[config.mk]
export PLATFORM = sky130hd
export DESIGN_NAME = burstAddrGen
export DESIGN_NICKNAME = d
export VERILOG_FILES = /design/src/rtl/ahbMemPkg.sv /design/src/rtl/burstAddrGen.sv
export SDC_FILE = /design/constraint.sdc
export NUM_CORES = 1
export LEC_CHECK = 0
export BUFFER_PORTS_ARGS = -buffer_cell sky130_fd_sc_hd__buf_2
export CELL_PAD_IN_SITES_DETAIL_PLACEMENT = 1
export CELL_PAD_IN_SITES_GLOBAL_PLACEMENT = 2
export CORE_MARGIN = 10
export CORE_UTILIZATION = 37
export DETAILED_ROUTE_END_ITERATION = 6
export PLACE_DENSITY_LB_ADDON = 0.1
export SLEW_MARGIN = 20
export SYNTH_ARGS = -nofsm -noshare
export SYNTH_HDL_FRONTEND = slang
export SYNTH_SLANG_ARGS = --single-unit
[constraint.sdc]
create_clock -name HCLK -period 6 [get_ports HCLK]
set_clock_uncertainty 0.2 [all_clocks]
set_input_delay 0.3 -clock HCLK [delete_from_list [all_inputs] [get_ports HCLK]]
set_output_delay 0.3 -clock HCLK [all_outputs]
set_load 0.02 [all_outputs]
[src/rtl/ahbMemPkg.sv]
package ahbMemPkg;

  //--------------------------------------------------------------------------
  // Bus and memory geometry
  //--------------------------------------------------------------------------
  localparam int DataWidth    = 32;
  localparam int AddrWidth    = 32;
  localparam int MemDepth     = 256;  // Words
  localparam int MemIdxBits   = 8;
  localparam int ByteAddrBits = 10;   // Byte offset inside the memory

  // Required HPROT[3:1] is non-cacheable, non-bufferable and privileged
  localparam logic [2:0] PROT_REQUIRED = 3'b001;

  //--------------------------------------------------------------------------
  // AHB encodings
  //--------------------------------------------------------------------------
  typedef enum logic [1:0] {
    Idle   = 2'b00,
    Busy   = 2'b01,
    NonSeq = 2'b10,
    Seq    = 2'b11
  } htrans_e;

  typedef enum logic [2:0] {
    Single = 3'b000,
    Incr   = 3'b001,  // Undefined length
    Wrap4  = 3'b010,
    Incr4  = 3'b011,
    Wrap8  = 3'b100,
    Incr8  = 3'b101,
    Wrap16 = 3'b110,
    Incr16 = 3'b111
  } hburst_e;

  typedef enum logic [2:0] {
    SizeByte   = 3'b000,
    SizeHalf   = 3'b001,
    SizeWord   = 3'b010,
    SizeWord2  = 3'b011,  // Everything from here up is wider than the bus
    SizeWord4  = 3'b100,
    SizeWord8  = 3'b101,
    SizeWord16 = 3'b110,
    SizeWord32 = 3'b111
  } hsize_e;

  typedef enum logic {
    RespOkay  = 1'b0,
    RespError = 1'b1
  } hresp_e;

  // Response FSM of the subordinate
  typedef enum logic [1:0] {
    RespIdle = 2'b00,
    RespData = 2'b01,  // OKAY data phase
    RespErr1 = 2'b10,  // ERROR with HREADYout low
    RespErr2 = 2'b11   // ERROR with HREADYout high
  } respState_e;

  //--------------------------------------------------------------------------
  // Internal bundles
  //--------------------------------------------------------------------------

  // Transfer accepted in the address phase and used in the data phase
  typedef struct packed {
    logic                    valid;
    logic                    write;
    logic [1:0]              size;      // Byte, half or word only
    logic [ByteAddrBits-1:0] byteAddr;  // Already aligned to size
  } dataPhaseReq_t;

  // Controller to burst address generator
  typedef struct packed {
    logic                    start;     // Accepted NONSEQ
    logic                    advance;   // Accepted SEQ inside a burst
    hburst_e                 burst;
    logic [1:0]              size;
    logic [ByteAddrBits-1:0] byteAddr;  // Address of the current beat
  } beatCtrl_t;

endpackage

[src/rtl/burstAddrGen.sv]
`timescale 1ns/1ns

module burstAddrGen
  import ahbMemPkg::*;
(
  input  logic                    HCLK,
  input  logic                    HRESETn,
  input  beatCtrl_t               beatCtrl,
  output logic [ByteAddrBits-1:0] beatAddr
);

  logic [ByteAddrBits-1:0] firstAddr;  // Holds the wrap block base
  hburst_e                 burstQ;
  logic [1:0]              sizeQ;

  // Next beat address for both INCR and WRAP types
  function automatic logic [ByteAddrBits-1:0] stepAddr(
    input logic [ByteAddrBits-1:0] cur,
    input logic [ByteAddrBits-1:0] first,
    input hburst_e                 burst,
    input logic [1:0]              size
  );
    logic [ByteAddrBits-1:0] incAddr;
    logic [ByteAddrBits-1:0] wrapMask;
    logic                    isWrap;
    incAddr = cur + (ByteAddrBits'(1) << size);
    isWrap  = 1'b1;
    case (burst)
      Wrap4:   wrapMask = (ByteAddrBits'(4) << size) - ByteAddrBits'(1);
      Wrap8:   wrapMask = (ByteAddrBits'(8) << size) - ByteAddrBits'(1);
      Wrap16:  wrapMask = (ByteAddrBits'(16) << size) - ByteAddrBits'(1);
      default: begin
        wrapMask = '0;
        isWrap   = 1'b0;
      end
    endcase
    // Upper bits come from the first beat and lower bits count modulo the block
    if (isWrap) begin
      stepAddr = (first & ~wrapMask) | (incAddr & wrapMask);
    end else begin
      stepAddr = incAddr;
    end
  endfunction

  always_ff @(posedge HCLK or negedge HRESETn) begin
    if (!HRESETn) begin
      firstAddr <= '0;
      burstQ    <= Single;
      sizeQ     <= '0;
      beatAddr  <= '0;
    end else if (beatCtrl.start) begin
      firstAddr <= beatCtrl.byteAddr;
      burstQ    <= beatCtrl.burst;
      sizeQ     <= beatCtrl.size;
      beatAddr  <= stepAddr(beatCtrl.byteAddr, beatCtrl.byteAddr,
                            beatCtrl.burst, beatCtrl.size);
    end else if (beatCtrl.advance) begin
      beatAddr  <= stepAddr(beatAddr, firstAddr, burstQ, sizeQ);
    end
    // BUSY and IDLE leave the beat address where it is
  end

endmodule

Yosys cells after proc, flatten, opt, wreduce, memory -nomap -nowiden. Index checks and enable logic that the tools add are counted.

Register bits: 25. Latch bits: 0. Bits in writable memories: 0. ROM bits: 0. Input bits: 19. Output and inout port bits: 10. Logic and storage cells: 51. Memories: 0.

Add/subtract/negate cells: 8. $mul: 0. Div/mod/pow operators: 0. Magnitude comparators: 0. Eq/ne operators: 6. Shifts and indexed selects: 8. Muxes and demuxes: 14. Bitwise logic cells: 8. Reduce and logical (&&, ||, !) cells: 3.

Operator list (number): $mux 10 (7); $pmux 10 s3 (2); $sub 10x2->10 const B (6); $and 10x10->10 (4); $add 10x10->10 (2); $not 10->10 (2); $or 10x10->10 (2); $shl 1x2->10 const A (2); $shl 3x2->10 const A (2); $shl 4x2->10 const A (2); $shl 5x2->10 const A (2); $eq 3x3->1 const B (4); $eq 3x2->1 const B (2); $reduce_or 3->1 (2); $mux 1 (5); $reduce_bool 2->1 (1).

Depth between registers and ports, before layout. Gate-level depths: netlist of the first run.

Depth in word-level cells: 11. Depth in mapped cells: 12. Depth with buffers taken out: 11.

Least setup slack after synthesis of the first run. No wires, ideal clock.

Path kind: flip-flop to flip-flop. Start: register sizeQ[0]. End: register beatAddr[6]. Arrival: 2448 ps. Setup slack: 3265 ps. Cell stages (with the launch flop): 11. Buffers on the path: 1. Cells stage by stage: dfrtp_1 -> clkbuf_1 -> or4_1 -> a21o_1 -> ha_1 -> and4_1 -> a211o_1 -> a21oi_1 -> nand3_1 -> o31a_1 -> a22oi_1.

Word-level cells in the longest chain between the ends: 11. Elaborated cells on any way between the ends: 18.

RTL lines: start, declared (line burstAddrGen.sv:14) `logic [1:0] sizeQ;`; start signal, assigned (line burstAddrGen.sv:54) `sizeQ <= beatCtrl.size;`; $shl 5x2->10, or another cell as far along (line burstAddrGen.sv:31) `Wrap16: wrapMask = (ByteAddrBits'(16) << size) - ByteAddrBits'(1);`; $sub 10x2->10 (on tied branches) (line burstAddrGen.sv:31, burstAddrGen.sv:29, burstAddrGen.sv:30); $pmux 10 s3 (line burstAddrGen.sv:28) `case (burst)`; $mux 10 (line burstAddrGen.sv:57) `end else if (beatCtrl.advance) begin`; $mux 10 (line burstAddrGen.sv:51) `end else if (beatCtrl.start) begin`; $not 10->10 (line burstAddrGen.sv:39) `stepAddr = (first & ~wrapMask) | (incAddr & wrapMask);`; $and 10x10->10 (line burstAddrGen.sv:39); $or 10x10->10 (line burstAddrGen.sv:39); $mux 10 * (line burstAddrGen.sv:38) `if (isWrap) begin`; $mux 10 * (line burstAddrGen.sv:57); $mux 10 * (line burstAddrGen.sv:51); end signal, assigned (line burstAddrGen.sv:55) `beatAddr <= stepAddr(beatCtrl.byteAddr, beatCtrl.byteAddr,`; end signal, assigned (line burstAddrGen.sv:58) `beatAddr <= stepAddr(beatAddr, firstAddr, burstQ, sizeQ);`; end, declared (line burstAddrGen.sv:9) `output logic [ByteAddrBits-1:0] beatAddr`.

Every way passes the cells marked *; elsewhere a longest branch is shown, timed or not. The select of a mux whose other input is x is not followed. A chain may end at the register's enable or synchronous reset.

Worst setup path in the final report of the first run. Same ends and word-level chain as after synthesis.

==> reports/results.tsv, run 1 <==
metric	value	unit
rsz0062_at_grt	false	
syn_avg_cell_area	8.84	µm²
diodes	0	
cts_tree	built	
gp_congestion	0.784	
worstSetupStartpointType	flip-flop	
powerDensity	226	mW/mm²
drt_pass1_iterations	4	
tightestPinTransition	0.695	ns
clkPwrFrac	19.9	%
worstHoldPathCells	2	
nets	277	
rr_startpoint	sizeQ[0]$_DFFE_PN0P_	
final-instance-count-excl-fill	315	
rrSetupSlack	3.10	ns
whs	0.0865	ns
max_freq	345	MHz
cp_data_required_time	5.98	ns
drt_iter0_drc	84	
max_cap_violations	0	
totalWireLength	5490	µm
synthDistinctLibCells	55	
reg2reg_to	beatAddr[6]$_DFFE_PN0P_	
ys_seq_elements	23	
hold_violations	0	
hold_end	firstAddr[9]$_DFFE_PN0P_	
finalPower	495	µW
rows	26	
p_leak	0.947	nW
hold_class	in -> reg	
r2r_cells	9	
max-slew-margin-rel	53.7	%
syn_area	0.00197	mm²
path_class	reg -> reg	
pin_count	29	
grt_use_total	13.2	%
cp_data_arrival_time	2.88	ns
die_y	93	µm
cts_sinks	23	
remaining_drc_errors	0	
grt_pass1_vias	1848	
root_buffer	clkbuf_8	
syn_inst	223	
synth_ff_type	dfrtp_1	
drtAntennaViolNets	0	
syn2layout_area_growth	11.2	%
cts_hold_buf	1	
switching_share	38.0	%
grt.overflow.total	0	
critical_path.max_fanout	16	
htreeDepth	1	
period_share	48.3	%
synthArstFlopShare	100	%
peakVddDrop	77.1	µV
synthesis.nets	254	
yosys_warnings	0	
setup_violations	0	
power_frac_seq	41.1	%
coreArea	0.00514	mm²
die_area	0.00865	mm²
period_needed	2.90	ns
clk_pin_slew_worst_paths	0.08	ns
status	finished, final reports clean	
p_sw	188	µW
report.final.slew_viol_count	0	
final_core_util	42.6	%
drive_gt1_share	20.8	%
grt_max_degree	39	
tns	0	ns
clkLatencyLatePin	0.27	ns
cts_buffers	3	
vias_per_cell	5.54	
grt_pass1_wl	9470	µm
cts_resized	0	
crit_path_end_kind	flip-flop	
dp_hpwl	4240	µm
placedCellCount	310	
io_buffers	28	
synth-edff-count	0	
combPwrFrac	39.0	%
post-cts-setup-buffers	0	
vias	1746	
chipWidth	93	µm
min_from	beatCtrl[9]	
antenna_found_initial	0	
clk_path_buf_depth	2	
fillerInstances	642	
p_int	307	µW
synth_seq_area_share	29.2	%
start_util	38.4	%
wl_per_cell	17.4	µm
## worst max-delay path, cell delays in order, from the launching register on
cell and delay, ns:
dfrtp_1 0.59, nor2_1 0.13, ha_1 0.24, fa_1 0.42, a21o_1 0.19, a21oi_1 0.38, nor2_1 0.12, xnor2_1 0.14
o31a_1 0.24, a22oi_1 0.16
## how the worst max path moves through the flow
stage	endpoint	start	slack, ns
floorplan	beatAddr[6]$_DFFE_PN0P_	sizeQ[0]$_DFFE_PN0P_	3.26
global placement	beatAddr[6]$_DFFE_PN0P_	sizeQ[0]$_DFFE_PN0P_	3.11
detailed placement	beatAddr[6]$_DFFE_PN0P_	sizeQ[0]$_DFFE_PN0P_	3.11
CTS	beatAddr[4]$_DFFE_PN0P_	sizeQ[0]$_DFFE_PN0P_	3.09
global route	beatAddr[4]$_DFFE_PN0P_	sizeQ[0]$_DFFE_PN0P_	2.88
finish	beatAddr[6]$_DFFE_PN0P_	sizeQ[0]$_DFFE_PN0P_	3.10
## per-stage QoR
stage | setup WS [ns] | instance area [µm²]
after global placement | 3.11 | 2140
after global routing | 2.88 | 2190
after CTS | 3.09 | 2190
after detailed placement | 3.11 | 2140
after floorplan | 3.26 | 1970
final | 3.10 | 2190
## cells in the final DEF, fill, tap and decap left out, types with 4 or more instances in the layout
cell type and instances:
a211oi_1 7, a21o_1 9, a21oi_1 13, buf_2 28
dfrtp_1 23, ha_1 10, inv_1 6, mux2_2 13
mux2i_1 5, nand2_1 11, nor2_1 20, nor2b_1 5
nor3_1 6, nor3b_1 5, o21ai_0 19, xnor2_1 9
xor2_1 4
## layout make-up
class	instances	area (µm²)	share of cell area [%]
repair buffers	29	150	6.85
clock buffers	4	45.0	2.05
multi-input cells	182	1310	59.6
flip-flops and latches	23	576	26.3
well taps	70	87.6	4.00
inverters	7	26.3	1.20
## power groups by stage
stage	registers (mW)	clock network [mW]	logic (mW)
5_1_grt	0.208	0.109	0.220
3_3_place_gp	0.206	0	0.193
3_5_place_dp	0.207	0	0.195
6_report	0.203	0.0986	0.193
4_1_cts	0.204	0.102	0.197
2_1_floorplan	0.210	0	0.130
## metal layers
layer / up-vias / routed length (µm) / global-route usage (%) / part of all wire [%]
met5: - / 0 / 0 / 0
met3: 4 / 165 / 2.08 / 3.0
met4: 0 / 23 / 1.54 / 0.42
met1: 850 / 2730 / 18.2 / 50
li1: 868 / - / - / -
met2: 24 / 2570 / 21.6 / 47
## Yosys cell counts, types with 2 or more instances
library cell / instances / share of area [%]
ha_1: 10 / 6.3
clkbuf_1: 3 / 0.57
buf_2: 2 / 0.51
nand2_1: 11 / 2.1
nor2_1: 20 / 3.8
and2b_1: 2 / 0.76
nor4bb_1: 2 / 1.0
buf_1: 2 / 0.38
nand4_1: 2 / 0.63
a22oi_1: 2 / 0.76
mux2i_1: 5 / 2.5
nor3b_1: 5 / 1.9
mux2_2: 13 / 7.4
xnor2_1: 9 / 4.0
xor2_1: 4 / 1.8
nand3_1: 3 / 0.76
fa_1: 2 / 2.0
a211oi_1: 7 / 2.7
nor3_1: 6 / 1.5
nand2b_1: 3 / 0.95
and2_1: 3 / 0.95
nor2b_1: 5 / 1.6
buf_4: 2 / 0.76
a21o_1: 9 / 3.4
o21ai_0: 19 / 4.8
a21oi_1: 13 / 3.3
nor4_1: 2 / 0.63
dfrtp_1: 23 / 29
a31oi_1: 3 / 0.95
inv_1: 6 / 1.1
## flip-flops by register name, summed over array words and instances (netlist names)
register,count
sizeQ,2
firstAddr,8
burstQ,3
beatAddr,10
## cells by family after synthesis
kind of cell	share of synthesized area, %
multiplexers	9.96
AO/OA/AOI/OAI	22.1
buffers and inverters	4.50
flip-flops	29.2
adder cells (fa/ha/maj)	8.38
XOR/XNOR	5.77
AND/OR/NAND/NOR	20.1
Note: power is estimated with default switching activity, not from simulation.
==> run 2: changes to the inputs <==
CORE_UTILIZATION = 31   (was 37)
clock period = 2.6 ns   (was 6 ns; I/O delays follow)
==> reports/results.tsv, run 2 (same netlist as run 1, synthesis figures left out) <==
metric	value	unit	change
vias_per_cell	5.22		was 5.54
rsz0062_at_grt	true		was false
path_class	reg -> reg		unchanged
peakVddDrop	184	µV	was 77.1 µV
cts_tree	built		unchanged
critical_path.max_fanout	8		was 16
antenna_found_initial	0		unchanged
drive_gt1_share	29.7	%	was 20.8%
setup_slack	0.0315	ns	was 3.10 ns
hold_end	beatAddr[0]$_DFFE_PN0P_		was firstAddr[9]$_DFFE_PN0P_
chipWidth	99.8	µm	was 93 µm
regMostFlops	beatAddr		unchanged
finalPower	1.23	mW	was 495 µW
tns	0	ns	unchanged
reg2reg_to	beatAddr[4]$_DFFE_PN0P_		was beatAddr[6]$_DFFE_PN0P_
gp_congestion	0.775		was 0.784
p_leak	1.08	nW	was 0.947 nW
root_buffer	clkbuf_8		unchanged
remaining_drc_errors	0		unchanged
layout_commonest_cell	buf_2		unchanged
setup_violations	0		unchanged
tightestPinTransition	0.710	ns	was 0.695 ns
hold_violations	0		unchanged
start_util	32.5	%	was 38.4%
diodes	0		unchanged
cp_data_arrival_time	2.54	ns	was 2.88 ns
final-instance-count-excl-fill	348		was 315
totalWireLength	5960	µm	was 5490 µm
use_met2	19.9	%	was 21.6%
cts_sinks	23		unchanged
clk_pin_slew_worst_paths	0.09	ns	was 0.08 ns
wl_per_cell	17.1	µm	was 17.4 µm
grt_max_degree	39		unchanged
fin_area	0.00248	mm²	was 0.00219 mm²
vias	1816		was 1,746
grt.overflow.total	0		unchanged
drt_pass1_iterations	4		unchanged
r2r_cells	9		unchanged
largest_reg_flops	10		unchanged
io_buffers	28		unchanged
report.final.slew_viol_count	0		unchanged
drtAntennaViolNets	0		unchanged
pre_cts_ws	0.00933	ns	was 3.11 ns
grt_use_total	12.2	%	was 13.2%
top_usage_layer	met2		unchanged
clkLatencyLatePin	0.27	ns	about the same
status	finished, final reports clean		unchanged
max_cap_violations	0		unchanged
grt_use_met1	16.7	%	was 18.2%
cp_data_required_time	2.58	ns	was 5.98 ns
max-slew-margin-rel	52.7	%	was 53.7%
rr_startpoint	burstQ[1]$_DFFE_PN0P_		was sizeQ[0]$_DFFE_PN0P_
largestRegisters	beatAddr: 10 flops, firstAddr: 8 flops, burstQ: 3 flops		unchanged
max_freq	389	MHz	was 345 MHz
htreeDepth	1		unchanged
dp_hpwl	4550	µm	was 4240 µm
syn2layout_area_growth	25.7	%	was 11.2%
gr-usage-met3	1.11	%	was 2.08%
grt_pass1_wl	10200	µm	was 9470 µm
placedCellCount	331		was 310
period_needed	2.57	ns	was 2.90 ns
die_y	99.8	µm	was 93 µm
pin_count	29		unchanged
coreArea	0.00606	mm²	was 0.00514 mm²
grt_pass1_vias	1970		was 1,848
rrSetupSlack	0.03	ns	was 3.10 ns
worstHoldPathCells	4		was 2
die_area	0.00995	mm²	was 0.00865 mm²
worstSetupStartpointType	flip-flop		unchanged
min_from	beatCtrl[0]		was beatCtrl[9]
final_cell_mix	buf_2, dfrtp_1, buf_4, nor2_1, o21ai_0		was buf_2, dfrtp_1, nor2_1, o21ai_0
period_share	98.8	%	was 48.3%
detailed_place.area	0.00228	mm²	was 0.00214 mm²
drt_iter0_drc	46		was 84
hold_class	in -> reg		unchanged
cts_buffers	3		unchanged
powerDensity	495	mW/mm²	was 226 mW/mm²
crit_path_end_kind	flip-flop		unchanged
clk_path_buf_depth	2		unchanged
rows	28		was 26
nets	305		was 277
==> run 2: critical path: stages, from the launching register on <==
cell and delay, ns:
dfrtp_1 0.38, or4_1 0.51, a21o_1 0.22, ha_4 0.19, and2b_1 0.18, nor3b_1 0.14
o21ai_1 0.16, a31oi_2 0.13, mux2i_1 0.14, a221oi_1 0.24
==> run 2: worst max path at each step <==
stage          cells after the start                      end                   from
4_1_cts                            9  beatAddr[4]$_DFFE_PN0P_  burstQ[1]$_DFFE_PN0P_
6_report                           9  beatAddr[4]$_DFFE_PN0P_  burstQ[1]$_DFFE_PN0P_
5_1_grt                            9  beatAddr[6]$_DFFE_PN0P_  burstQ[1]$_DFFE_PN0P_
3_5_place_dp                       9  beatAddr[4]$_DFFE_PN0P_  burstQ[1]$_DFFE_PN0P_
3_3_place_gp                      10  beatAddr[6]$_DFFE_PN0P_   sizeQ[1]$_DFFE_PN0P_
2_1_floorplan                     10  beatAddr[4]$_DFFE_PN0P_  burstQ[1]$_DFFE_PN0P_
==> run 2: per-layer routing <==
layer,routed length (µm),up-vias
met1,3040,882
met2,2790,13
li1,-,919
met5,0,-
met4,47,0
met3,74,2
==> run 2: layout make-up <==
cell class                      instances  area [µm²]
Multi-Input combinational cell        182        1360
Tap cell                               75        93.8
Fill cell                             728        3580
Timing Repair Buffer                   57         380
Clock buffer                            4        45.0
Sequential cell                        23         577
Inverter                                7        26.3
==> run 2: what timing repair did <==
item	in CTS	in global routing
setup buffers	0	4
setup endpoints to repair	2	5
pin swaps	3	8
endpoints found under the hold margin	31	0
hold buffers	9	0
resized for setup	2	8
==> run 2: through the flow <==
stage	utilization (%)	hold WS (ns)
after floorplan	-	-0.366
after CTS	40.0	0.0242
after detailed placement	37.6	-0.0352
final	40.9	0.0154
after global placement	37.6	-0.0325
after global routing	40.9	0.0420
==> run 2: power by group <==
part	internal (mW)	switching [mW]	total, mW
sequential	0.405	0.0499	0.455
clock	0.110	0.121	0.231
combinational	0.250	0.293	0.543
total	0.764	0.464	1.23
