$ cat config.mk
export PLATFORM = sky130hd
export DESIGN_NAME = addrPhaseCtrl
export DESIGN_NICKNAME = d
export VERILOG_FILES = /design/src/rtl/ahbMemPkg.sv /design/src/rtl/addrPhaseCtrl.sv
export SDC_FILE = /design/constraint.sdc
export NUM_CORES = 1
export LEC_CHECK = 0
export ABC_AREA = 1
export BUFFER_PORTS_ARGS = -buffer_cell sky130_fd_sc_hd__buf_4
export CAP_MARGIN = 25
export CORE_ASPECT_RATIO = 1.4
export CORE_MARGIN = 2
export CORE_UTILIZATION = 30
export CTS_CLUSTER_DIAMETER = 100
export CTS_CLUSTER_SIZE = 10
export DETAILED_ROUTE_END_ITERATION = 12
export GPL_ROUTABILITY_DRIVEN = 0
export GPL_TIMING_DRIVEN = 0
export PLACE_DENSITY = 0.81
export SLEW_MARGIN = 20
export SYNTH_ARGS = -nofsm -noshare
export SYNTH_HDL_FRONTEND = slang
export SYNTH_SLANG_ARGS = --single-unit
export TNS_END_PERCENT = 50
$ cat constraint.sdc
create_clock -name HCLK -period 1.7 [get_ports HCLK]
set_input_delay 0.17 -clock HCLK [delete_from_list [all_inputs] [get_ports HCLK]]
set_output_delay 0.17 -clock HCLK [all_outputs]
set_load 0.03 [all_outputs]
$ cat src/rtl/ahbMemPkg.sv
package ahbMemPkg;

  //--------------------------------------------------------------------------
  // Bus and memory geometry
  //--------------------------------------------------------------------------
  localparam int DataWidth    = 32;
  localparam int AddrWidth    = 32;
  localparam int MemDepth     = 256;  // Words
  localparam int MemIdxBits   = 8;
  localparam int ByteAddrBits = 10;   // Byte offset inside the memory

  // Required HPROT[3:1] is non-cacheable, non-bufferable and privileged
  localparam logic [2:0] PROT_REQUIRED = 3'b001;

  //--------------------------------------------------------------------------
  // AHB encodings
  //--------------------------------------------------------------------------
  typedef enum logic [1:0] {
    Idle   = 2'b00,
    Busy   = 2'b01,
    NonSeq = 2'b10,
    Seq    = 2'b11
  } htrans_e;

  typedef enum logic [2:0] {
    Single = 3'b000,
    Incr   = 3'b001,  // Undefined length
    Wrap4  = 3'b010,
    Incr4  = 3'b011,
    Wrap8  = 3'b100,
    Incr8  = 3'b101,
    Wrap16 = 3'b110,
    Incr16 = 3'b111
  } hburst_e;

  typedef enum logic [2:0] {
    SizeByte   = 3'b000,
    SizeHalf   = 3'b001,
    SizeWord   = 3'b010,
    SizeWord2  = 3'b011,  // Everything from here up is wider than the bus
    SizeWord4  = 3'b100,
    SizeWord8  = 3'b101,
    SizeWord16 = 3'b110,
    SizeWord32 = 3'b111
  } hsize_e;

  typedef enum logic {
    RespOkay  = 1'b0,
    RespError = 1'b1
  } hresp_e;

  // Response FSM of the subordinate
  typedef enum logic [1:0] {
    RespIdle = 2'b00,
    RespData = 2'b01,  // OKAY data phase
    RespErr1 = 2'b10,  // ERROR with HREADYout low
    RespErr2 = 2'b11   // ERROR with HREADYout high
  } respState_e;

  //--------------------------------------------------------------------------
  // Internal bundles
  //--------------------------------------------------------------------------

  // Transfer accepted in the address phase and used in the data phase
  typedef struct packed {
    logic                    valid;
    logic                    write;
    logic [1:0]              size;      // Byte, half or word only
    logic [ByteAddrBits-1:0] byteAddr;  // Already aligned to size
  } dataPhaseReq_t;

  // Controller to burst address generator
  typedef struct packed {
    logic                    start;     // Accepted NONSEQ
    logic                    advance;   // Accepted SEQ inside a burst
    hburst_e                 burst;
    logic [1:0]              size;
    logic [ByteAddrBits-1:0] byteAddr;  // Address of the current beat
  } beatCtrl_t;

endpackage

$ cat src/rtl/addrPhaseCtrl.sv
`timescale 1ns/1ns

module addrPhaseCtrl
  import ahbMemPkg::*;
(
  input  logic                    HCLK,
  input  logic                    HRESETn,
  input  logic                    HSEL,
  input  logic [AddrWidth-1:0]    HADDR,
  input  htrans_e                 HTRANS,
  input  logic                    HWRITE,
  input  hsize_e                  HSIZE,
  input  hburst_e                 HBURST,
  input  logic [3:0]              HPROT,
  input  logic                    HREADYin,
  input  logic [ByteAddrBits-1:0] beatAddr,
  output logic                    HREADYout,
  output hresp_e                  resp,
  output beatCtrl_t               beatCtrl,
  output dataPhaseReq_t           dataReq
);

  respState_e state;
  respState_e nextState;

  logic                    isNonSeq;
  logic                    isSeq;
  logic                    accept;
  logic [AddrWidth-1:0]    selAddr;
  logic [1:0]              sizeSel;
  logic [ByteAddrBits-1:0] alignMask;
  logic [ByteAddrBits-1:0] alignedAddr;
  logic                    protOk;
  logic                    sizeOk;
  logic                    rangeOk;
  logic                    passOk;

  // Data phase request registers
  logic                    reqValidQ;
  logic                    reqWriteQ;
  logic [1:0]              reqSizeQ;
  logic [ByteAddrBits-1:0] reqAddrQ;

  //--------------------------------------------------------------------------
  // Address phase decode and checks
  //--------------------------------------------------------------------------
  assign isNonSeq = (HTRANS == NonSeq);
  assign isSeq    = (HTRANS == Seq);

  // Nothing is sampled while the first ERROR cycle holds HREADYout low
  assign accept = HSEL && HREADYin && (isNonSeq || isSeq) && (state != RespErr1);

  // SEQ beats take the locally tracked address and ignore HADDR
  assign selAddr = isSeq ? {{(AddrWidth-ByteAddrBits){1'b0}}, beatAddr} : HADDR;

  assign sizeSel     = HSIZE[1:0];
  assign alignMask   = ~((ByteAddrBits'(1) << sizeSel) - ByteAddrBits'(1));
  assign alignedAddr = selAddr[ByteAddrBits-1:0] & alignMask;  // Low bits masked

  assign protOk  = (HPROT[3:1] == PROT_REQUIRED);
  assign sizeOk  = (HSIZE <= SizeWord);
  assign rangeOk = (selAddr[AddrWidth-1:2] < (AddrWidth-2)'(MemDepth));
  assign passOk  = protOk && sizeOk && rangeOk;

  //--------------------------------------------------------------------------
  // Burst generator control
  //--------------------------------------------------------------------------
  always_comb begin
    beatCtrl.start    = accept && isNonSeq;
    beatCtrl.advance  = accept && isSeq && (HBURST != Single);
    beatCtrl.burst    = HBURST;
    beatCtrl.size     = sizeSel;
    beatCtrl.byteAddr = alignedAddr;
  end

  //--------------------------------------------------------------------------
  // Response FSM
  //--------------------------------------------------------------------------
  always_comb begin
    nextState = RespIdle;
    if (state == RespErr1) begin
      nextState = RespErr2;  // Second ERROR cycle always follows
    end else if (accept) begin
      nextState = passOk ? RespData : RespErr1;
    end
  end

  always_ff @(posedge HCLK or negedge HRESETn) begin
    if (!HRESETn) begin
      state <= RespIdle;
    end else begin
      state <= nextState;
    end
  end

  assign HREADYout = (state != RespErr1);
  assign resp      = ((state == RespErr1) || (state == RespErr2)) ? RespError : RespOkay;

  //--------------------------------------------------------------------------
  // Data phase request register
  //--------------------------------------------------------------------------
  always_ff @(posedge HCLK or negedge HRESETn) begin
    if (!HRESETn) begin
      reqValidQ <= 1'b0;
    end else begin
      reqValidQ <= accept && passOk;  // Failed transfers never reach memory
    end
  end

  always_ff @(posedge HCLK) begin
    if (accept) begin
      reqWriteQ <= HWRITE;
      reqSizeQ  <= sizeSel;
      reqAddrQ  <= alignedAddr;
    end
  end

  always_comb begin
    dataReq.valid    = reqValidQ;
    dataReq.write    = reqWriteQ;
    dataReq.size     = reqSizeQ;
    dataReq.byteAddr = reqAddrQ;
  end

endmodule

* Yosys cells after proc, flatten, opt, wreduce, memory -nomap -nowiden *
Cells that the tools add are included.

cells by class
  muxes and demuxes = 5
  shift-type cells = 1
  reduce and logical (&&, ||, !) cells = 12
  bitwise operators = 2
  equal/unequal tests = 6
  magnitude comparators = 2
  add/sub/neg operators = 1

operators by type and width
  cell                     count
  $mux W32                 1
  $lt A30 B9 Y1 const B    1
  $and A10 B10 Y10         1
  $not A10 Y10             1
  $shl A1 B2 Y10 const A   1
  $sub A10 B2 Y10 const B  1
  $logic_and A1 B1 Y1      9
  $eq A2 B2 Y1 const B     4
  $mux W2                  3
  $eq A3 B1 Y1 const B     1
  $le A3 B2 Y1 const B     1
  $reduce_bool A3 Y1       1
  $logic_or A1 B1 Y1       2
  $ne A2 B2 Y1 const B     1
  $mux W1                  1

storage, ports and cells
  input bits = 59
  word-level logic and storage cells = 34
  flip-flop bits (word level) = 16
  output and inout bits = 33

* Logic depth before layout (Yosys ltp) *
Gate-level depths: netlist of the first run.

  depth in word-level cells = 7
  mapped depth = 8
  gate-level depth less buffers = 8

* Least setup slack after synthesis of the first run *
OpenSTA, ideal clock, no wires.

  kind = reg2out
  start = register state[1]
  end = output port beatCtrl[15] (netlist name)
  data required time = 1.530 ns
  stages on the path, launching flop included = 6
  arrival = 1.485 ns
  path buffers = 0
  setup slack = 0.045 ns
  cell sequence = dfrtp_1 > inv_1 > nor2_1 > nor2_4 > inv_2 > nor3_1

RTL lines
  element                 line                 source
  from (decl)             addrPhaseCtrl.sv:23  respState_e state;
  from (signal assigned)  addrPhaseCtrl.sv:90  state <= RespIdle;
  from (signal assigned)  addrPhaseCtrl.sv:92  state <= nextState;
  to (decl)               addrPhaseCtrl.sv:19  output beatCtrl_t beatCtrl,

==> results by group, run 1 <==
Run status
  • Status: finished clean

GRT
  • Largest net degree at the start of global routing: 17
  • Met1 Use GR: 0.150
  • Global route hottest layer: met2
  • Global routing usage on met3: 0.0442
  • GRT Total Usage: 0.150
  • Total overflow reported by the global router: 0
  • M2 GR Usage: 0.284
  • First-pass GRT wire length: 3710 µm
  • Vias in the first global route: 942
  • Initial antenna violation count: 0

CTS
  • Later-pin clock latency in the skew report: 0.24 ns
  • CTS tree: yes
  • CTS sink cnt: 16
  • Clock Path Buffers: 2
  • # H-tree levels: 1
  • # resized after CTS: 0
  • CTS root buffer: clkbuf_8
  • Worst-path clk slew: 0.06 ns
  • TritonCTS Buffers: 3

STA
  • Final Setup Violations: 0
  • Hold Slack: 0.0982 ns
  • Max-slew violations: 0
  • Fmax: 0.712 GHz
  • Hold Fails Final Rpt: 0
  • Slew headroom: 0.833
  • Unrepaired setup endpoints after global routing: false
  • Final critical-path required period: 1.40 ns
  • Setup TNS: 0 ns
  • Post-route clock skew: 0.00600 ns
  • Measured slew at the worst slew-check pin: 0.250 ns
  • Crit share post-route: 0.826

Setup path
  • Crit-path cells: buf_4 -> or2_1 -> ha_1 -> inv_1 -> nor2_1 -> a21oi_1 -> buf_4
  • WP data required: 1.53 ns
  • CP startpoint: HSIZE[1]
  • Worst-path maximum fanout: 6
  • Critical Path Start Type: primary input
  • Critical Path Max Stage Delay: 0.25 ns
  • Worst Path Class, Setup: primary input to primary output
  • Crit end category: primary output
  • Crit-path most repeated cell: buf_4
  • Crit-path slowest cell: or2_1
  • CP arrival: 1.23 ns
  • Worst R2R Start: state[1]

Synthesis
  • Synth unique cells: 22
  • Post-Syn Area per Cell: 8.49 µm²
  • Seq cells post-synth: 16
  • Post-synth top area cell: edfxtp_1
  • Warnings, synthesis: 0
  • Gate count of the mapped netlist: 102
  • Sequential fraction of the synthesis area: 0.538
  • Synthesized net count: 162
  • Top post-synthesis cells by area: edfxtp_1 45%, nand2_1 14%, dfrtp_1 8.7%, nor2_1 8.2%, buf_4 6.1%
  • Post-synth top area share: 0.451
  • Cell Area, Synth: 866 µm²

Cells and area
  • Final nets: 259
  • P&R area growth vs syn: 90.6%
  • Fillcell total: 273
  • Share of layout cells above drive strength 1: 0.545
  • Non-filler cells, final: 235
  • Diode count: 0
  • Most frequent cells in the layout: 98 x buf_4, 32 x nand2_1, 19 x nor2_1
  • Commonest non-fill, non-tap cell in the layout: buf_4

Floorplanning
  • Die ar.: 0.00334 mm²
  • Starting density of the core: 0.307
  • Row count: 23
  • Die Y: 67.6 µm
  • Core area: 0.00282 mm²
  • # IOs: 92
  • Die W: 49.4 µm

Placement
  • Placed cell count: 229
  • Port Buf Inserts: 90
  • Detailed-placement wirelength estimate: 2070 µm

Min path
  • Worst hold path class: primary input to flop
  • Hold Crit Start: HWRITE

Power and ir drop
  • Pwr Density: 749 mW/mm²
  • VDD IR-drop max: 0.384 mV
  • Leakage power: 0.848 nW

Route
  • Via count: 1016
  • Wirelength per Cell: 10.7 µm
  • Final wirelength: 2510 µm
  • Initial DRC Count: 19
  • Drt first pass iters: 4
  • Via-to-Cell Ratio: 4.32
  • Antenna Nets Post-Route: 0
  • Drt drc: 0

Run
  • Max Cap Violations: 0
-- final timing paths --
path                               end  slack (ns)  cells after the start
max                        beatCtrl[8]        0.30                      7
min                          reqWriteQ         0.1                      1
max reg2reg                   state[0]        0.53                      6
min reg2reg                   state[1]        0.58                      3
max in group asynchronous     state[0]        1.34                      2
min in group asynchronous    reqValidQ        0.27                      2
-- cells by family (layout without fill, tap and decap cells) --
group / Yosys count / count (layout) / synth area share
DFF: 16 / 16 / 0.538
buffers and inverters: 16 / 112 / 0.101
and+or+nand+nor: 63 / 63 / 0.312
adders and majority gates: 1 / 1 / 0.0144
AOI/OAI and AO/OA: 6 / 6 / 0.0347
-- state kept, by name, indices dropped and copies added, names as in the netlist --
register	cells
reqSizeQ	2
reqWriteQ	1
state	2
reqAddrQ	10
reqValidQ	1
-- power by group --
| group | internal [W] | switching, W | total [W] |
|---|---|---|---|
| Combinational | 0.000212 | 0.000266 | 0.000478 |
| Clock | 0.000160 | 0.000117 | 0.000277 |
| Sequential | 0.000470 | 0.0000114 | 0.000482 |
| Total | 0.000842 | 0.000394 | 0.00124 |
-- per-stage QoR --
| stage | setup slack (ns) | total power, W | cell area (µm²) | utilization |
|---|---|---|---|---|
| 3_3_place_gp | 0.240 | 0.000960 | 1590 | 0.563 |
| 5_1_grt | 0.222 | 0.00129 | 1650 | 0.585 |
| 4_1_cts | 0.00318 | 0.00125 | 1640 | 0.583 |
| 3_5_place_dp | 0.258 | 0.000966 | 1590 | 0.563 |
| 6_report | 0.296 | 0.00124 | 1650 | 0.585 |
| 2_1_floorplan | 0.0446 | 0.000737 | 866 | - |
-- metal layers --
metal | vias to the layer above | wire length [µm]
met4 | 0 | 17
met3 | 2 | 348
met1 | 428 | 902
met5 | - | 0
li1 | 510 | -
met2 | 76 | 1240
-- final cells by class --
type	instances	area [µm²]	area share
multi-input cells	70	313	0.190
flip-flops and latches	16	465	0.282
inverters	7	26.3	0.0159
clock buffers	3	41.3	0.0250
repair buffers	92	693	0.420
well taps	37	46.3	0.0281
plain buffers	9	61.3	0.0371
clock inverters	1	3.75	0.00227
-- cells in the mapped netlist (all sizes together) --
cell type and instances:
a21oi 4, inv 7, dfrtp 3, nor2 21
or2 2, clkbuf 1, nand2 33, buf 8
edfxtp 13, ha 1, nor3 3, nand3b 1
o21ai 2, nand3 3
-- repair_timing --
item / CTS / global route
setup endpoints to repair: 1 / 2
endpoints found under the hold margin: 3 / 0
buffers inserted: 0 / 1
hold buffers: 1 / 0
pin swaps: 1 / 1
-- worst max-delay path, delay by kind of cell --
family	cells	cell delay (ns)
AND/OR/NAND/NOR	2	0.31
buffers and inverters	3	0.38
adder cells (fa/ha/maj)	1	0.19
AO/OA/AOI/OAI	1	0.18
Power figures use the tool's default switching activity.
==> run 2: changes to the inputs <==
--- a/config.mk
+++ b/config.mk
@@ -5,7 +5,7 @@
 export SDC_FILE = /design/constraint.sdc
 export NUM_CORES = 1
 export LEC_CHECK = 0
-export ABC_AREA = 1
+export ABC_AREA = 0
 export BUFFER_PORTS_ARGS = -buffer_cell sky130_fd_sc_hd__buf_4
 export CAP_MARGIN = 25
 export CORE_ASPECT_RATIO = 1.4
==> constraint.sdc (replaced) <==
create_clock -name HCLK -period 1.36 [get_ports HCLK]
set_input_delay 0.136 -clock HCLK [delete_from_list [all_inputs] [get_ports HCLK]]
set_output_delay 0.136 -clock HCLK [all_outputs]
set_load 0.03 [all_outputs]
==> results by group, run 2 <==
Synthesis
  • XOR/XNOR Fraction of Synth Area: 0
  • Post-Syn Area per Cell: 11.5 µm²
  • Synthesized net count: 134
  • Synth async-reset ratio: 0.188
  • Synth unique cells: 27
  • Fraction of synthesized area in multiplexers: 0.0647
  • Seq cells post-synth: 16
  • Adder-cell share of the synthesized area: 0.0147
  • Post-synth EDFFs: 13
  • Compound-Gate Fraction of Synth Area: 0.0721
  • Post-synth top flop: edfxtp_1
  • Top post-synthesis cells by area: edfxtp_1 46%, dfrtp_1 8.8%, buf_4 6.2%, mux2_1 5.3%, nor4_1 3.7%
  • Sequential fraction of the synthesis area: 0.547
  • Commonest cells post-synth: 13 x edfxtp_1, 7 x buf_4, 7 x nand2_1
  • Warnings, synthesis: 0
  • Most common cell in the netlist: edfxtp_1
  • Combinational family with the most area after synthesis: simple AND/OR/NAND/NOR gates
  • Simple-gate share of the synthesized area: 0.218
  • Gate count of the mapped netlist: 74
  • Cell Area, Synth: 851 µm²
  • Post-synth top area share: 0.459
  • Post-synth top area cell: edfxtp_1

Power and ir drop
  • Switching share of power: 0.332
  • VDD IR-drop max: 0.473 mV
  • Reg power frac: 0.391
  • Pwr Density: 914 mW/mm²
  • Tot Pwr: 0.00155 W
  • Net Sw Power: 0.000513 W
  • Clk pwr share: 0.165
  • P_int: 0.00103 W
  • Comb pwr share: 0.444
  • Leakage power: 0.801 nW

Run status
  • Failing checks: setup timing
  • Status: complete, but fails checks

Route
  • Wirelength per Cell: 13.0 µm
  • Drt drc: 0
  • Via count: 975
  • Via-to-Cell Ratio: 4.71
  • Drt first pass iters: 4
  • Final wirelength: 2700 µm
  • Initial DRC Count: 7
  • Antenna Nets Post-Route: 0

Cells and area
  • Commonest non-fill, non-tap cell in the layout: buf_4
  • Share of layout cells above drive strength 1: 0.678
  • Reg with most FFs: reqAddrQ
  • Number of flip-flops in the largest register: 10
  • Diode count: 0
  • Final nets: 232
  • P&R area growth vs syn: 98.8%
  • Most frequent cells in the layout: 94 x buf_4, 13 x edfxtp_1, 7 x nand2_1
  • Largest regs: reqAddrQ (10), reqSizeQ (2), state (2)

STA
  • Max-slew violations: 0
  • Setup TNS: -0.0192 ns
  • Final Setup Violations: 1
  • Post-route setup slack: -0.0192 ns
  • Slew headroom: 0.824
  • Crit share post-route: 1.01
  • Unrepaired setup endpoints after global routing: true
  • Post-route clock skew: 0.00848 ns
  • Final critical-path required period: 1.38 ns
  • Hold Fails Final Rpt: 0
  • Measured slew at the worst slew-check pin: 0.262 ns
  • Fmax: 0.725 GHz

Floorplanning
  • Row count: 22
  • Die ar.: 0.00328 mm²
  • Die Y: 67.0 µm
  • # IOs: 92
  • Die W: 49.0 µm
  • Core area: 0.00267 mm²
  • Starting density of the core: 0.319

Placement
  • Detailed-placement wirelength estimate: 2200 µm
  • Port Buf Inserts: 90

Setup path
  • Critical Path Start Type: flop
  • R2R depth: 4
  • WP data required: 1.22 ns
  • Critical Path Max Stage Delay: 0.38 ns
  • Worst setup path end: beatCtrl[15]
  • Crit-path slowest cell: dfrtp_1
  • Critical Path Stages: 4
  • Worst reg2reg endpoint: reqAddrQ[7]
  • Worst R2R Start: state[1]
  • Crit-path cells: or2b_4 -> nand2b_4 -> nor3_2 -> buf_4
  • CP startpoint: state[1]
  • CP arrival: 1.24 ns
  • Worst Path Class, Setup: flop to primary output
  • Worst-path maximum fanout: 3
  • R2R setup slack: 0.13 ns
  • Crit end category: primary output
  • Bufs and invs on worst path: 1
  • Top cell family by delay on the critical path: simple AND/OR/NAND/NOR gates

CTS
  • Worst-path clk slew: 0.10 ns
  • # H-tree levels: 1
  • CTS root buffer: clkbuf_4
  • TritonCTS Buffers: 3
  • CTS sink cnt: 16
  • CTS tree: yes
  • Later-pin clock latency in the skew report: 0.28 ns
  • Clock Path Buffers: 2

GRT
  • First-pass GRT wire length: 4240 µm
  • Vias in the first global route: 1021
  • Total overflow reported by the global router: 0
  • Largest net degree at the start of global routing: 14
  • Initial antenna violation count: 0
  • GRT Total Usage: 0.169

Run
  • Max Cap Violations: 0

Min path
  • Worst hold path class: primary input to flop
==> run 2: area by class of cell <==
| cell class | count | area (µm²) |
|---|---|---|
| clock inverters | 1 | 3.75 |
| flip-flops and latches | 16 | 465 |
| fillers | 214 | 978 |
| well taps | 36 | 45.0 |
| multi-input cells | 48 | 362 |
| clock buffers | 3 | 22.5 |
| inverters | 1 | 6.26 |
| repair buffers | 93 | 719 |
| plain buffers | 9 | 67.6 |
==> run 2: routing by layer <==
layer / track usage / up-vias / part of all wire / routed length, µm
met5: 0 / - / 0 / 0
met4: 0.0786 / 0 / 0.017 / 45
met3: 0.0135 / 4 / 0.072 / 194
met2: 0.339 / 58 / 0.57 / 1530
met1: 0.176 / 448 / 0.34 / 924
li1: - / 465 / - / -
==> run 2: cell families after synthesis <==
family,count (synthesis)
AOI/OAI and AO/OA,10
adders and majority gates,1
buffers and inverters,10
DFF,16
muxes,5
and+or+nand+nor,32
==> run 2: stage by stage <==
step	util	cells	cell area, µm²	hold WS, ns	worst slack (ns)
after floorplan	-	74	860	-0.160	-0.186
after global placement	0.592	200	1580	-0.0747	-0.0292
after detailed placement	0.592	200	1580	-0.0716	-0.0817
after CTS	0.629	207	1680	0.0142	-0.0365
after global routing	0.634	207	1690	0.00790	-0.0932
final	0.634	207	1690	0.0215	-0.0192
==> run 2: how the worst min path moves through the flow <==
stage / slack [ns] / cells after the start / from / endpoint
6_report: 0.02 / 1 / HWRITE / reqWriteQ
5_1_grt: 0.008 / 1 / HWRITE / reqWriteQ
4_1_cts: 0.01 / 1 / HWRITE / reqWriteQ
3_5_place_dp: -0.07 / 1 / HRESETn / state[0]
3_3_place_gp: -0.07 / 1 / HRESETn / reqValidQ
2_1_floorplan: -0.16 / 0 / HRESETn / reqValidQ
==> run 2: power groups by stage <==
stage	Combinational, W	Sequential [W]	Clock (W)
global placement	0.000591	0.000613	0
detailed placement	0.000604	0.000615	0
finish	0.000686	0.000605	0.000254
global route	0.000731	0.000613	0.000276
floorplan	0.000271	0.000653	0
CTS	0.000684	0.000605	0.000263
==> run 2: worst reg2reg max path, cell delays in order (launching register included) <==
cell and delay [ns]:
dfrtp_1 0.38, or2b_4 0.22, nand2b_4 0.06, buf_4 0.14
inv_4 0.14
==> run 2: timing repair <==
action	in CTS	in global routing
hold buffers	1	0
pin swaps	1	0
setup endpoints to repair	5	20
resized for setup	12	4
endpoints found under the hold margin	3	0
setup buffers	2	0
